--- src/rtl/bank_mem_pkg.sv ---
package bank_mem_pkg;

    // bank geometry
    localparam int unsigned NUM_BANKS  = 4;
    localparam int unsigned BANK_WORDS = 256;

    // data word and byte lanes
    localparam int unsigned DATA_W = 32;
    localparam int unsigned BYTE_W = 8;
    localparam int unsigned STRB_W = DATA_W / BYTE_W;

    // address split, bank index sits above the word offset
    localparam int unsigned BANK_W   = $clog2(NUM_BANKS);
    localparam int unsigned OFFSET_W = $clog2(BANK_WORDS);
    localparam int unsigned ADDR_W   = BANK_W + OFFSET_W;

    // cycles the core stays in reset once the reset input drops
    localparam int unsigned RESET_HOLD = 16;
    localparam int unsigned HOLD_CNT_W = $clog2(RESET_HOLD);

    // one data word
    typedef logic [DATA_W-1:0] data_t;

    // one enable bit per byte of data_t
    typedef logic [STRB_W-1:0] strb_t;

    // bank number
    typedef logic [BANK_W-1:0] bank_idx_t;

    // word offset inside a bank
    typedef logic [OFFSET_W-1:0] offset_t;

    // full word address
    typedef logic [ADDR_W-1:0] addr_t;

    // reset hold counter
    typedef logic [HOLD_CNT_W-1:0] hold_cnt_t;

    // reset stretcher states
    typedef enum logic {
        HOLD,
        RUN
    } hold_state_t;

endpackage
--- src/rtl/reset_stretch.sv ---
`timescale 1ns/100ps

module reset_stretch
    import bank_mem_pkg::*;
(
    input  logic clk,
    input  logic reset,
    output logic core_reset,
    output logic ready
);

    hold_state_t state;
    hold_cnt_t   count;

    // count edges with reset low, release on the last one
    always_ff @(posedge clk) begin
        if (reset) begin
            state <= HOLD;
            count <= '0;
        end else begin
            case (state)
                HOLD: begin
                    if (count == hold_cnt_t'(RESET_HOLD - 1)) begin
                        state <= RUN;
                    end else begin
                        count <= count + 1'b1;
                    end
                end
                default: begin
                    state <= RUN;
                end
            endcase
        end
    end

    // both follow the state register directly
    assign core_reset = (state == HOLD);
    assign ready      = (state == RUN);

endmodule

--- config.mk ---
export PLATFORM = sky130hd
export DESIGN_NAME = reset_stretch
export DESIGN_NICKNAME = d
export VERILOG_FILES = /design/src/rtl/bank_mem_pkg.sv /design/src/rtl/reset_stretch.sv
export SDC_FILE = /design/constraint.sdc
export NUM_CORES = 1
export LEC_CHECK = 0
export ABC_AREA = 1
export BUFFER_PORTS_ARGS = -buffer_cell sky130_fd_sc_hd__buf_2
export CAP_MARGIN = 10
export CELL_PAD_IN_SITES_DETAIL_PLACEMENT = 1
export CELL_PAD_IN_SITES_GLOBAL_PLACEMENT = 2
export CORE_AREA = 3 3 40 42
export DETAILED_ROUTE_END_ITERATION = 10
export DIE_AREA = 0 0 43 45
export GPL_ROUTABILITY_DRIVEN = 0
export PLACE_DENSITY_LB_ADDON = 0.1
export SLEW_MARGIN = 20
export SYNTH_ARGS = -nofsm -noshare
export SYNTH_HDL_FRONTEND = slang
export SYNTH_SLANG_ARGS = --single-unit
--- constraint.sdc ---
create_clock -name clk -period 1.61 [get_ports clk]
set_input_delay 0.0805 -clock clk [delete_from_list [all_inputs] [get_ports clk]]
set_output_delay 0.0805 -clock clk [all_outputs]
set_load 0.01 [all_outputs]
==> Implementation_results.wiki <==
{| class="wikitable"
! Metric !! Value
|-
| Run status || finished, final reports clean
|-
| Die Span X || 43 µm
|-
| Worst supply voltage drop on vdd || 256 µV
|-
| Max Cap Violations || 0
|-
| Synthesized instance count || 32
|-
| Post-synth net total || 35
|-
| Area of the die || around 1900 µm²
|-
| Insertion delay to the later sink of the worst-skew pair || 0.24 ns
|-
| Area of the mapped netlist || 236 µm²
|-
| Final hold violation count || 0
|-
| Total of flip-flops plus latches after synthesis || 5
|-
| Largest stage delay on the critical path || 0.40 ns
|-
| Post-Synth Adder-Cell Area || under 10%
|-
| Critical path required time || 1.74 ns
|-
| Worst Clk Skew || between 0.0015 and 0.002 ns
|-
| Min cycle time layout || 1.13 ns
|-
| Core ar. || approximately 1300 µm²
|-
| Number of detailed-route iterations in the first pass || 1
|-
| Final number of max-transition violations || 0
|-
| Number of I/O port buffers || 3
|-
| Number of buffers inserted by hold repair at cts || 0
|-
| Warnings from Yosys || 0
|-
| Wire length of the first global-routing pass || 834 µm
|-
| Accumulated negative setup slack || 0 ns
|-
| Average wire per cell in the routed design || between 8 and 9 µm
|-
| RSZ-0062 raised after global routing || false
|-
| FP Rows || 13
|-
| CTS root buffer || sky130_fd_sc_hd__clkbuf_4
|-
| Via count of the first global-routing pass || 219
|-
| Worst min path class || in2reg
|-
| Clock transition at the registers of the reported paths || ~0.040 ns
|-
| Combinational family with the most area after synthesis || simple AND/OR/NAND/NOR gates
|-
| Class of the most critical setup path || reg2reg
|-
| Peak clock frequency supported by timing || around 880 MHz
|-
| Antenna Diode Count || 0
|-
| Count of unresolved DRC violations after routing || 0
|-
| # nets final || 43
|-
| Leak || between 0.1 and 0.15 nW
|-
| Final period util || a little over two thirds
|-
| Arrival time worst endpoint || around 1.3 ns
|-
| Maximum count of clock buffers along a single path || 2
|-
| Antenna-violating nets left || 0
|-
| Max Fanout on Critical Path || 5
|-
| Slowest stage cell, crit path || sky130_fd_sc_hd__dfxtp_1
|-
| Post-detail-place hpwl || 406 µm
|-
| Global Route Usage Sum || 6.24%
|-
| Seq/Total Area, Yosys || 42.3%
|-
| XOR/XNOR share of the synthesized area || 0%
|-
| Clk sinks || 5
|-
| Setup slack of the critical path after layout || 0.478 ns
|-
| Count of boundary I/O pins || 4
|-
| Gates resized, CTS repair || 0
|-
| Cell Pwr Density || 1010 nW/µm²
|-
| Total detailed-routing wirelength || 477 µm
|-
| Critical path startpoint category || register
|-
| Initial antenna violation count || 0
|-
| Worst slack at placement || 0.480 ns
|-
| Fraction of the mapped netlist area in simple logic gates || about two fifths
|-
| Complex-gate fraction of the synthesized area || 4.23%
|-
| Layout-stage area growth over the synthesis result || 25.4%
|-
| Die H || 45 µm
|-
| Number of library cell types mapped by synthesis || 14
|-
| Placed Area || 270 µm²
|-
| Mapped Avg Cell Area || 7.39 µm²
|-
| Critical path capture point type || register
|-
| Initial core utilization || 18.4%
|-
| Clock buffer count from CTS || 3
|-
| CTS tree || done
|-
| Overall power of the completed layout || around 300 µW
|-
| # setup viols final || 0
|-
| Slew at the pin closest to its max-slew limit || 0.185 ns
|-
| Maximum number of pins on one net before global-route repair || 6
|-
| Layout Cell Area excl Fill || 297 µm²
|-
| Maximum level of the CTS H-tree || 1
|-
| Layout cells sized above 1 || 30.8%
|-
| Setup fix buffers added after clock tree synthesis || 0
|-
| Most frequent cell on the critical path || sky130_fd_sc_hd__nor2_1
|-
| Remaining max-slew budget at the tightest pin || approximately 88%
|-
| Share of cell area taken by muxes after synthesis || 0%
|-
| Vias per std cell || 4.02
|-
| Cell chain of the critical path || ha_1 > nand3_2 > nand2_2 > inv_2 > nor2_1 > nor2_1
|-
| Iteration-0 DRC Markers || 0
|-
| Total number of vias || 217
|-
| Final cell utilization of the core || 23.1%
|-
| Total congestion overflow || 0
|}
==> power by group <==
group / leakage (nW) / switching [mW] / internal, mW / total (mW)
clock: 0.0150 / 0.0495 / 0.0936 / 0.143
sequential: 0.0409 / 0.00818 / 0.131 / 0.139
combinational: 0.0753 / 0.00995 / 0.00820 / 0.0181
total: 0.131 / 0.0676 / 0.233 / 0.300
==> placed cells by master (no fill, tap or decap) <==
cell                       Yosys  final
sky130_fd_sc_hd__inv_2         1      1
sky130_fd_sc_hd__buf_2         0      3
sky130_fd_sc_hd__nand4_1       1      1
sky130_fd_sc_hd__nand3_1       1      1
sky130_fd_sc_hd__inv_4         1      1
sky130_fd_sc_hd__nor2_1       10     10
sky130_fd_sc_hd__ha_1          1      1
sky130_fd_sc_hd__nand2_1       4      4
sky130_fd_sc_hd__clkbuf_1      0      1
sky130_fd_sc_hd__o21ai_0       1      1
sky130_fd_sc_hd__nor3_2        1      1
sky130_fd_sc_hd__a21oi_1       1      1
sky130_fd_sc_hd__inv_1         2      2
sky130_fd_sc_hd__nand2_2       2      2
sky130_fd_sc_hd__nand3_2       1      1
sky130_fd_sc_hd__clkbuf_4      0      3
sky130_fd_sc_hd__dfxtp_1       5      5
==> worst max-delay path: cells and delay by family (launching register included) <==
kind	cells	cell delay (ns)
fa+ha+maj	1	0.24
buf+inv	1	0.06
flops	1	0.40
simple gates	4	0.32
==> per-stage QoR <==
step	hold WS (ns)	instances
global placement	0.289	50
finish	0.0405	54
detailed placement	0.293	50
global route	0.0333	54
floorplan	0.150	32
CTS	0.0336	54
==> worst paths after layout <==
check / from / slack [ns] / depth (start not counted) / to
setup / recovery: count[0] / 0.48 / 6 / count[1]
hold / removal: reset / 0.04 / 2 / ready
setup reg to reg: count[0] / 0.48 / 6 / count[1]
hold reg to reg: count[3] / 0.53 / 2 / count[3]
==> routing by layer <==
metal,track usage [%],up-vias,routed length [µm]
met5,0,-,0
met4,7.23,0,0
met3,2.39,0,13
met2,10.5,2,272
met1,5.29,101,191
li1,-,114,-
==> kinds of logic (layout without fill, tap and decap cells) <==
group | after synthesis | count (layout)
AO/OA/AOI/OAI | 2 | 2
AND/OR/NAND/NOR | 20 | 20
flip-flops | 5 | 5
adder cells (fa/ha/maj) | 1 | 1
buffers and inverters | 4 | 11
==> state kept, by name (all words and copies together) (netlist names) <==
name	cells
count	4
ready	1
==> layout make-up <==
class / instances / area, µm²
flip-flops and latches: 5 / 100
clock buffers: 4 / 26.3
inverters: 4 / 17.5
fillers: 167 / 988
repair buffers: 3 / 15.0
multi-input cells: 23 / 119
well taps: 15 / 18.8
==> Yosys cell counts <==
library cell | instances | area share (%)
sky130_fd_sc_hd__nor2_1 | 10 | 16
sky130_fd_sc_hd__dfxtp_1 | 5 | 42
sky130_fd_sc_hd__nand2_1 | 4 | 6.3
sky130_fd_sc_hd__inv_1 | 2 | 3.2
sky130_fd_sc_hd__nand2_2 | 2 | 5.3
sky130_fd_sc_hd__a21oi_1 | 1 | 2.1
sky130_fd_sc_hd__ha_1 | 1 | 5.3
sky130_fd_sc_hd__inv_2 | 1 | 1.6
sky130_fd_sc_hd__inv_4 | 1 | 2.6
sky130_fd_sc_hd__nand3_1 | 1 | 2.1
sky130_fd_sc_hd__nand3_2 | 1 | 4.2
sky130_fd_sc_hd__nand4_1 | 1 | 2.6
sky130_fd_sc_hd__nor3_2 | 1 | 4.2
sky130_fd_sc_hd__o21ai_0 | 1 | 2.1
Note: power is estimated with default switching activity, not from simulation.
